**src/hdl/tlb_defs.svh**
```systemverilog
`ifndef TLB_DEFS_SVH
`define TLB_DEFS_SVH

`define TLB_NUM         16
`define TLB_IDX_W       4

// legal page sizes
`define PS_4K           6'd12
`define PS_4M           6'd21

`define CSR_ASID        3'd0
`define CSR_TLBEHI      3'd1
`define CSR_TLBIDX      3'd2
`define CSR_TLBELO0     3'd3
`define CSR_TLBELO1     3'd4

`define ASID_ASID_HI    9
`define ASID_ASID_LO    0

`define TLBEHI_VPPN_HI  31
`define TLBEHI_VPPN_LO  13

`define TLBIDX_IDX_HI   (`TLB_IDX_W - 1)
`define TLBIDX_IDX_LO   0
`define TLBIDX_PS_HI    29
`define TLBIDX_PS_LO    24
`define TLBIDX_NE       31

`define TLBELO_V        0
`define TLBELO_D        1
`define TLBELO_PLV_HI   3
`define TLBELO_PLV_LO   2
`define TLBELO_MAT_HI   5
`define TLBELO_MAT_LO   4
`define TLBELO_G        6
`define TLBELO_PPN_HI   27
`define TLBELO_PPN_LO   8

`define INV_OP_MAX      3'd6

`endif
```
**src/hdl/tlb_pkg.sv**
```systemverilog
`include "tlb_defs.svh"

package tlb_pkg;

    typedef logic [18:0]            vppn_t;
    typedef logic [9:0]             asid_t;
    typedef logic [19:0]            ppn_t;
    typedef logic [5:0]             ps_t;
    typedef logic [1:0]             plv_t;
    typedef logic [1:0]             mat_t;
    typedef logic [`TLB_IDX_W-1:0]  tlb_idx_t;
    typedef logic [31:0]            addr_t;
    typedef logic [2:0]             csr_addr_t;

    typedef struct packed {
        ppn_t ppn;
        plv_t plv;
        mat_t mat;
        logic d;
        logic v;
    } tlb_page_t;

    typedef struct packed {
        logic      e;
        vppn_t     vppn;
        ps_t       ps;
        asid_t     asid;
        logic      g;
        tlb_page_t page0;
        tlb_page_t page1;
    } tlb_entry_t;

    typedef enum logic [2:0] {
        cmd_none,
        cmd_srch,
        cmd_rd,
        cmd_wr,
        cmd_inv
    } tlb_cmd_e;

    typedef struct packed {
        logic  found;
        addr_t pa;
        plv_t  plv;
        mat_t  mat;
        logic  d;
        logic  v;
    } lookup_rsp_t;

    typedef struct packed {
        logic      hit;
        tlb_idx_t  index;
        ps_t       ps;
        tlb_page_t page;
    } match_rsp_t;

    // large pages only compare the upper vppn bits
    function automatic logic vppn_match(vppn_t ent_vppn, vppn_t req_vppn, ps_t ps);
        if (ps == `PS_4M) begin
            return ent_vppn[18:9] == req_vppn[18:9];
        end
        return ent_vppn == req_vppn;
    endfunction

endpackage

```
**src/hdl/tlb_unit.sv**
```systemverilog
`timescale 1ns/100ps
`include "tlb_defs.svh"

module tlb_unit import tlb_pkg::*; (
    input  logic        clk,
    input  logic        rst_n,
    input  logic        cfg_we,
    input  csr_addr_t   cfg_addr,
    input  addr_t       cfg_wdata,
    output addr_t       cfg_rdata,
    input  logic        cmd_valid,
    input  tlb_cmd_e    cmd,
    input  logic [2:0]  inv_op,
    input  asid_t       inv_asid,
    input  addr_t       inv_va,
    output logic        cmd_done,
    input  logic        lookup_valid,
    input  addr_t       lookup_va,
    output logic        lookup_rsp_valid,
    output lookup_rsp_t lookup_rsp
);

    tlb_entry_t [`TLB_NUM-1:0] entries;
    tlb_entry_t                rd_entry;
    tlb_entry_t                wr_entry;
    match_rsp_t                srch_rsp;
    match_rsp_t                lkup_rsp;
    vppn_t                     srch_vppn;
    asid_t                     cur_asid;
    tlb_idx_t                  idx;
    logic                      wr_en;
    logic                      inv_en;

    assign inv_en = cmd_valid && cmd == cmd_inv;

    tlb_csr i_tlb_csr (
        .clk       (clk),
        .rst_n     (rst_n),
        .cfg_we    (cfg_we),
        .cfg_addr  (cfg_addr),
        .cfg_wdata (cfg_wdata),
        .cfg_rdata (cfg_rdata),
        .cmd_valid (cmd_valid),
        .cmd       (cmd),
        .cmd_done  (cmd_done),
        .srch_rsp  (srch_rsp),
        .rd_entry  (rd_entry),
        .srch_vppn (srch_vppn),
        .cur_asid  (cur_asid),
        .idx       (idx),
        .wr_en     (wr_en),
        .wr_entry  (wr_entry)
    );

    tlb_array i_tlb_array (
        .clk      (clk),
        .rst_n    (rst_n),
        .wr_en    (wr_en),
        .idx      (idx),
        .wr_entry (wr_entry),
        .inv_en   (inv_en),
        .inv_op   (inv_op),
        .inv_asid (inv_asid),
        .inv_va   (inv_va),
        .rd_entry (rd_entry),
        .entries  (entries)
    );

    // search path takes the page pair from entry-high
    tlb_match i_srch_match (
        .entries    (entries),
        .vppn       (srch_vppn),
        .odd_bit_va ({srch_vppn, 13'd0}),
        .asid       (cur_asid),
        .rsp        (srch_rsp)
    );

    tlb_match i_lkup_match (
        .entries    (entries),
        .vppn       (lookup_va[31:13]),
        .odd_bit_va (lookup_va),
        .asid       (cur_asid),
        .rsp        (lkup_rsp)
    );

    tlb_lookup i_tlb_lookup (
        .clk              (clk),
        .rst_n            (rst_n),
        .lookup_valid     (lookup_valid),
        .lookup_va        (lookup_va),
        .match            (lkup_rsp),
        .lookup_rsp_valid (lookup_rsp_valid),
        .lookup_rsp       (lookup_rsp)
    );

endmodule

```
**src/hdl/tlb_lookup.sv**
```systemverilog
`timescale 1ns/100ps
`include "tlb_defs.svh"

module tlb_lookup import tlb_pkg::*; (
    input  logic        clk,
    input  logic        rst_n,
    input  logic        lookup_valid,
    input  addr_t       lookup_va,
    input  match_rsp_t  match,
    output logic        lookup_rsp_valid,
    output lookup_rsp_t lookup_rsp
);

    lookup_rsp_t rsp_d;
    lookup_rsp_t rsp_q;
    logic        valid_q;
    addr_t       pa;

    always_comb begin
        if (match.ps == `PS_4K) begin
            pa = {match.page.ppn, lookup_va[11:0]};
        end else begin
            pa = {match.page.ppn[19:9], lookup_va[20:0]};
        end
    end

    // miss returns an all-zero response
    always_comb begin
        rsp_d = '0;
        if (match.hit) begin
            rsp_d.found = 1'b1;
            rsp_d.pa    = pa;
            rsp_d.plv   = match.page.plv;
            rsp_d.mat   = match.page.mat;
            rsp_d.d     = match.page.d;
            rsp_d.v     = match.page.v;
        end
    end

    always_ff @(posedge clk or negedge rst_n) begin
        if (!rst_n) begin
            valid_q <= 1'b0;
        end else begin
            valid_q <= lookup_valid;
        end
    end

    always_ff @(posedge clk) begin
        if (lookup_valid) begin
            rsp_q <= rsp_d;
        end
    end

    assign lookup_rsp_valid = valid_q;
    assign lookup_rsp       = rsp_q;

endmodule

```
**src/hdl/tlb_match.sv**
```systemverilog
`timescale 1ns/100ps
`include "tlb_defs.svh"

module tlb_match import tlb_pkg::*; (
    input  tlb_entry_t [`TLB_NUM-1:0] entries,
    input  vppn_t                     vppn,
    input  addr_t                     odd_bit_va,
    input  asid_t                     asid,
    output match_rsp_t                rsp
);

    logic [`TLB_NUM-1:0] hit_vec;
    tlb_idx_t            hit_idx;
    tlb_entry_t          hit_entry;
    logic                odd;

    always_comb begin
        for (int i = 0; i < `TLB_NUM; i++) begin
            hit_vec[i] = entries[i].e
                      && (entries[i].g || entries[i].asid == asid)
                      && vppn_match(entries[i].vppn, vppn, entries[i].ps);
        end
    end

    // scan downwards so the lowest hit is assigned last
    always_comb begin
        hit_idx = '0;
        for (int i = `TLB_NUM - 1; i >= 0; i--) begin
            if (hit_vec[i]) begin
                hit_idx = tlb_idx_t'(i);
            end
        end
    end

    assign hit_entry = entries[hit_idx];
    assign odd       = (hit_entry.ps == `PS_4M) ? odd_bit_va[21] : odd_bit_va[12];

    always_comb begin
        rsp.hit   = |hit_vec;
        rsp.index = hit_idx;
        rsp.ps    = hit_entry.ps;
        rsp.page  = odd ? hit_entry.page1 : hit_entry.page0;
    end

endmodule

```
**src/hdl/tlb_array.sv**
```systemverilog
`timescale 1ns/100ps
`include "tlb_defs.svh"

module tlb_array import tlb_pkg::*; (
    input  logic                          clk,
    input  logic                          rst_n,
    input  logic                          wr_en,
    input  tlb_idx_t                      idx,
    input  tlb_entry_t                    wr_entry,
    input  logic                          inv_en,
    input  logic [2:0]                    inv_op,
    input  asid_t                         inv_asid,
    input  addr_t                         inv_va,
    output tlb_entry_t                    rd_entry,
    output tlb_entry_t [`TLB_NUM-1:0]     entries
);

    // e bits live apart from the entry payload
    tlb_entry_t [`TLB_NUM-1:0] mem_q;
    logic [`TLB_NUM-1:0]       e_q;
    logic [`TLB_NUM-1:0]       inv_hit;
    logic [`TLB_NUM-1:0]       asid_eq;
    logic [`TLB_NUM-1:0]       va_eq;
    logic                      inv_apply;
    vppn_t                     inv_vppn;

    assign inv_vppn  = inv_va[31:13];
    assign inv_apply = inv_en && (inv_op <= `INV_OP_MAX);

    always_comb begin
        for (int i = 0; i < `TLB_NUM; i++) begin
            asid_eq[i] = mem_q[i].asid == inv_asid;
            va_eq[i]   = vppn_match(mem_q[i].vppn, inv_vppn, mem_q[i].ps);
            case (inv_op)
                3'd2:    inv_hit[i] = mem_q[i].g;
                3'd3:    inv_hit[i] = !mem_q[i].g;
                3'd4:    inv_hit[i] = !mem_q[i].g && asid_eq[i];
                3'd5:    inv_hit[i] = !mem_q[i].g && asid_eq[i] && va_eq[i];
                3'd6:    inv_hit[i] = (mem_q[i].g || asid_eq[i]) && va_eq[i];
                // ops 0 and 1 flush everything
                default: inv_hit[i] = 1'b1;
            endcase
        end
    end

    always_ff @(posedge clk or negedge rst_n) begin
        if (!rst_n) begin
            e_q <= '0;
        end else if (wr_en) begin
            e_q[idx] <= wr_entry.e;
        end else if (inv_apply) begin
            e_q <= e_q & ~inv_hit;
        end
    end

    always_ff @(posedge clk) begin
        if (wr_en) begin
            mem_q[idx] <= wr_entry;
        end
    end

    always_comb begin
        for (int i = 0; i < `TLB_NUM; i++) begin
            entries[i]   = mem_q[i];
            entries[i].e = e_q[i];
        end
    end

    assign rd_entry = entries[idx];

endmodule

```
**src/hdl/tlb_csr.sv**
```systemverilog
`timescale 1ns/100ps
`include "tlb_defs.svh"

module tlb_csr import tlb_pkg::*; (
    input  logic       clk,
    input  logic       rst_n,
    input  logic       cfg_we,
    input  csr_addr_t  cfg_addr,
    input  addr_t      cfg_wdata,
    output addr_t      cfg_rdata,
    input  logic       cmd_valid,
    input  tlb_cmd_e   cmd,
    output logic       cmd_done,
    input  match_rsp_t srch_rsp,
    input  tlb_entry_t rd_entry,
    output vppn_t      srch_vppn,
    output asid_t      cur_asid,
    output tlb_idx_t   idx,
    output logic       wr_en,
    output tlb_entry_t wr_entry
);

    asid_t           asid_q;
    vppn_t           vppn_q;
    tlb_idx_t        idx_q;
    ps_t             ps_q;
    logic            ne_q;
    tlb_page_t [1:0] elo_q;
    logic [1:0]      elo_g_q;
    logic            done_q;

    function automatic addr_t elo_pack(tlb_page_t p, logic g);
        addr_t w;
        w = '0;
        w[`TLBELO_V] = p.v;
        w[`TLBELO_D] = p.d;
        w[`TLBELO_PLV_HI:`TLBELO_PLV_LO] = p.plv;
        w[`TLBELO_MAT_HI:`TLBELO_MAT_LO] = p.mat;
        w[`TLBELO_G] = g;
        w[`TLBELO_PPN_HI:`TLBELO_PPN_LO] = p.ppn;
        return w;
    endfunction

    function automatic tlb_page_t elo_page(addr_t w);
        tlb_page_t p;
        p.v   = w[`TLBELO_V];
        p.d   = w[`TLBELO_D];
        p.plv = w[`TLBELO_PLV_HI:`TLBELO_PLV_LO];
        p.mat = w[`TLBELO_MAT_HI:`TLBELO_MAT_LO];
        p.ppn = w[`TLBELO_PPN_HI:`TLBELO_PPN_LO];
        return p;
    endfunction

    always_comb begin
        cfg_rdata = '0;
        case (cfg_addr)
            `CSR_ASID:    cfg_rdata[`ASID_ASID_HI:`ASID_ASID_LO] = asid_q;
            `CSR_TLBEHI:  cfg_rdata[`TLBEHI_VPPN_HI:`TLBEHI_VPPN_LO] = vppn_q;
            `CSR_TLBIDX: begin
                cfg_rdata[`TLBIDX_IDX_HI:`TLBIDX_IDX_LO] = idx_q;
                cfg_rdata[`TLBIDX_PS_HI:`TLBIDX_PS_LO] = ps_q;
                cfg_rdata[`TLBIDX_NE] = ne_q;
            end
            `CSR_TLBELO0: cfg_rdata = elo_pack(elo_q[0], elo_g_q[0]);
            `CSR_TLBELO1: cfg_rdata = elo_pack(elo_q[1], elo_g_q[1]);
            default:      cfg_rdata = '0;
        endcase
    end

    always_ff @(posedge clk or negedge rst_n) begin
        if (!rst_n) begin
            asid_q  <= '0;
            vppn_q  <= '0;
            idx_q   <= '0;
            ps_q    <= '0;
            ne_q    <= 1'b0;
            elo_q   <= '0;
            elo_g_q <= '0;
        end else if (cfg_we) begin
            case (cfg_addr)
                `CSR_ASID:   asid_q <= cfg_wdata[`ASID_ASID_HI:`ASID_ASID_LO];
                `CSR_TLBEHI: vppn_q <= cfg_wdata[`TLBEHI_VPPN_HI:`TLBEHI_VPPN_LO];
                `CSR_TLBIDX: begin
                    idx_q <= cfg_wdata[`TLBIDX_IDX_HI:`TLBIDX_IDX_LO];
                    ps_q  <= cfg_wdata[`TLBIDX_PS_HI:`TLBIDX_PS_LO];
                    ne_q  <= cfg_wdata[`TLBIDX_NE];
                end
                `CSR_TLBELO0: begin
                    elo_q[0]   <= elo_page(cfg_wdata);
                    elo_g_q[0] <= cfg_wdata[`TLBELO_G];
                end
                `CSR_TLBELO1: begin
                    elo_q[1]   <= elo_page(cfg_wdata);
                    elo_g_q[1] <= cfg_wdata[`TLBELO_G];
                end
                default: ;
            endcase
        end else if (cmd_valid && cmd == cmd_srch) begin
            if (srch_rsp.hit) begin
                idx_q <= srch_rsp.index;
                ne_q  <= 1'b0;
            end else begin
                ne_q <= 1'b1;
            end
        end else if (cmd_valid && cmd == cmd_rd) begin
            if (rd_entry.e) begin
                ne_q     <= 1'b0;
                vppn_q   <= rd_entry.vppn;
                ps_q     <= rd_entry.ps;
                asid_q   <= rd_entry.asid;
                elo_q[0] <= rd_entry.page0;
                elo_q[1] <= rd_entry.page1;
                elo_g_q  <= {2{rd_entry.g}};
            end else begin
                // empty slot leaves asid unchanged
                ne_q    <= 1'b1;
                vppn_q  <= '0;
                ps_q    <= '0;
                elo_q   <= '0;
                elo_g_q <= '0;
            end
        end
    end

    always_ff @(posedge clk or negedge rst_n) begin
        if (!rst_n) begin
            done_q <= 1'b0;
        end else begin
            done_q <= cmd_valid;
        end
    end

    assign cmd_done  = done_q;
    assign srch_vppn = vppn_q;
    assign cur_asid  = asid_q;
    assign idx       = idx_q;
    assign wr_en     = cmd_valid && cmd == cmd_wr;

    always_comb begin
        wr_entry.e     = ~ne_q;
        wr_entry.vppn  = vppn_q;
        wr_entry.ps    = ps_q;
        wr_entry.asid  = asid_q;
        wr_entry.g     = &elo_g_q;
        wr_entry.page0 = elo_q[0];
        wr_entry.page1 = elo_q[1];
    end

endmodule

```
**config.mk**
```make
export PLATFORM = sky130hd
export DESIGN_NAME = tlb_unit
export DESIGN_NICKNAME = d
export VERILOG_FILES = /design/src/hdl/tlb_pkg.sv /design/src/hdl/tlb_unit.sv /design/src/hdl/tlb_lookup.sv /design/src/hdl/tlb_match.sv /design/src/hdl/tlb_array.sv /design/src/hdl/tlb_csr.sv
export VERILOG_INCLUDE_DIRS = /design/src /design/src/hdl
export SDC_FILE = /design/constraint.sdc
export NUM_CORES = 2
export LEC_CHECK = 0
export BUFFER_PORTS_ARGS = -buffer_cell sky130_fd_sc_hd__buf_2
export CAP_MARGIN = 10
export CORE_ASPECT_RATIO = 0.75
export CORE_UTILIZATION = 45
export CTS_BUF_LIST = sky130_fd_sc_hd__clkbuf_4 sky130_fd_sc_hd__clkbuf_8 sky130_fd_sc_hd__clkbuf_16
export DETAILED_ROUTE_END_ITERATION = 10
export PLACE_DENSITY = 0.65
export RECOVER_POWER = 25
export SYNTH_ARGS = -nofsm -noshare
export SYNTH_HDL_FRONTEND = slang
export SYNTH_HIERARCHICAL = 1
export SYNTH_SLANG_ARGS = --single-unit
```
**constraint.sdc**
```tcl
create_clock -name clk -period 14.6 [get_ports clk]
set_clock_uncertainty 0.15 [all_clocks]
set_input_delay 2.92 -clock clk [delete_from_list [all_inputs] [get_ports clk]]
set_output_delay 2.92 -clock clk [all_outputs]
set_load 0.01 [all_outputs]
```
==> results.yml <==
clock_network:
  root_buffer: "clkbuf_16"
  path_clk_slew_ns: 0.06
  cts_resized: 0
  clk_latency_ns: 0.85
  cts_buffers: 162
  post-cts-setup-buffer-count: 0
  ctsLongestPathBuffers: 3
  cts_tree: "built"
  cts_sinks: 1559
  htree_levels: 4
  hold_buffers: 0
place:
  preCtsSetupSlack_ns: 4.20
  place_congestion: 1.01
  dp.final_hpwl_mm: 202
  port_buffers: 179
  dp_cells: 9542
timing:
  setup_slack_ns: 4.64
  fin_crit_ns: 9.96
  tns_ns: 0
  hold_ws_ns: 0.411
  hold_viol_final: 0
  relSlewSlack_pct: -79.4
  finalSetupViolCount: 0
  finalCritPeriodShare_pct: 68.2
  max_clock_freq_ghz: 0.100
  max_slew.worst_pin.slew_ns: 2.69
  drv_slew: 35
  rsz0062_at_grt: "false"
synthesis:
  yosysWarnings: 6
  synth.cell_area_um2: 88400
  syn_inst: 7159
  syn_nets: 7279
  avgSynthCellArea_um2: 12.4
floorplan:
  dieWidth_um: 514
  design.die.area_um2: 198000
  chipHeight_um: 386
  start_util_pct: 45.4
  core-area_um2: 195000
  rows: 140
  io_pins: 193
critical_path:
  endpoint_kind: "flop"
  critPathKind: "input port to flop"
  worstPathArrival_ns: 10.47
  r2r_slack_ns: 5.85
  required_ns: 15.11
  start_kind: "input port"
  crit_path_max_fanout: 97
detailed_routing:
  routedWlPerCell_um: 32.7
  dr.pass1.iters: 6
  wl_met3_mm: 48.7
  via_per_inst: 6.53
  dr_total_vias: 64408
  wl_met1_mm: 123
  drc: 0
  first_iter_violations: 10075
  wirelength_mm: 323
  wl_met2_mm: 134
  topRoutingLayerUsed: "met5"
  ant_nets: 0
global_route:
  grt_pass1_vias: 60134
  grt_start_max_net_pins: 207
  grt_pass1_wl_mm: 454
  antenna_found_initial: 23
  track_usage_pct: 32.0
  gr-total-overflow: 0
min_path:
  hp-class: "flop to flop"
power_and_ir_drop:
  p_leak_nw: 33.1
  ir_drop_mv: 0.124
  power-per-cell-area_nw_per_um2: 125
  power_mw: 12.2
finish:
  nNetsFinal: 7205
  area_growth_pct: 9.67
  stdcell_count: 9863
  nFillCells: 16666
  drive_gt1_share_pct: 15.9
status:
  status: "complete, but fails checks"
  violations: "capacitance limit, slew limit"
job:
  maxCapViolations: 1
stage by stage:
step / utilization, % / instance area (um2)
final: 49.8 / 97000
after global routing: 49.8 / 97000
after CTS: 49.8 / 96900
after detailed placement: 46.9 / 91300
after global placement: 46.9 / 91300
after floorplan: - / 88400
power by group:
part	internal [mW]	total, mW	switching (mW)	leakage, nW
sequential	5.18	5.52	0.337	14.6
clock	2.52	4.41	1.89	2.80
combinational	0.931	2.24	1.30	15.7
critical path, stage by stage:
cell and delay (ns):
buf_2 0.64, xnor2_1 0.19, nand3_1 0.10, o31ai_1 1.05, and3_1 0.43, nor3b_1 0.12
a2111oi_4 0.48, o2bb2ai_4 0.35, buf_4 0.75, buf_4 0.79, buf_4 0.95, nand2_1 0.12
nand3_1 0.15, nand3_1 0.13, o21ai_0 0.13, mux2i_1 0.11, mux2i_1 0.31, nand2_1 0.38
mux2i_1 0.27
cell type report:
class                   count  area [um2]  area share (%)
repair buffers            323        2040            2.10
clock inverters            77        1010            1.04
diodes                     12        30.0          0.0310
clock buffers             226        4640            4.78
multi-input cells        5032       39700            40.9
inverters                   7        26.3          0.0271
well taps                2627        3290            3.39
flip-flops and latches   1559       46300            47.7
final timing paths:
check                           depth (start not counted)                                   endpoint                              start
worst max register to register                         19  i_tlb_lookup/lookup_rsp[19]$_SDFFCE_PN0P_  i_tlb_csr/cur_asid[5]$_DFFE_PN0P_
max in group asynchronous                               3         i_tlb_csr/srch_vppn[5]$_DFFE_PN0P_                              rst_n
worst min register to register                          2           i_tlb_csr/elo_g_q[1]$_DFFE_PN0P_   i_tlb_csr/elo_g_q[1]$_DFFE_PN0P_
worst min-delay path                                    2           i_tlb_csr/elo_g_q[1]$_DFFE_PN0P_   i_tlb_csr/elo_g_q[1]$_DFFE_PN0P_
min in group asynchronous                               1               i_tlb_csr/cmd_done$_DFF_PN0_                              rst_n
worst max-delay path                                   19  i_tlb_lookup/lookup_rsp[19]$_SDFFCE_PN0P_                      lookup_va[21]
flip-flops by register name (all words and copies together) (netlist names), 4 cells and up:
name and cells:
i_tlb_csr/cur_asid 10, i_tlb_csr/srch_vppn 19, i_tlb_csr/wr_entry 52, i_tlb_array/entries 1408
i_tlb_lookup/lookup_rsp 39, i_tlb_csr/idx 4, i_tlb_csr/ps_q 6, i_tlb_array/e_q 16
layout by cell type (no fill, tap or decap), types with 87 or more instances in the layout:
cell type,count
mux2i_1,134
buf_4,133
nand3_1,529
o21ai_0,257
nor2_1,87
dfrtp_1,95
mux4_2,445
nand4_1,158
nand2_1,1160
nor4_1,169
xnor2_1,648
buf_2,177
a22oi_1,94
clkbuf_16,163
edfxtp_1,1447
xor2_1,746
metal layers:
layer	track usage [%]	vias to the layer above
met1	44.3	32259
met5	0	-
met4	13.9	24
met3	11.1	846
met2	45.4	4848
li1	-	26431
Power figures use the tool's default switching activity.
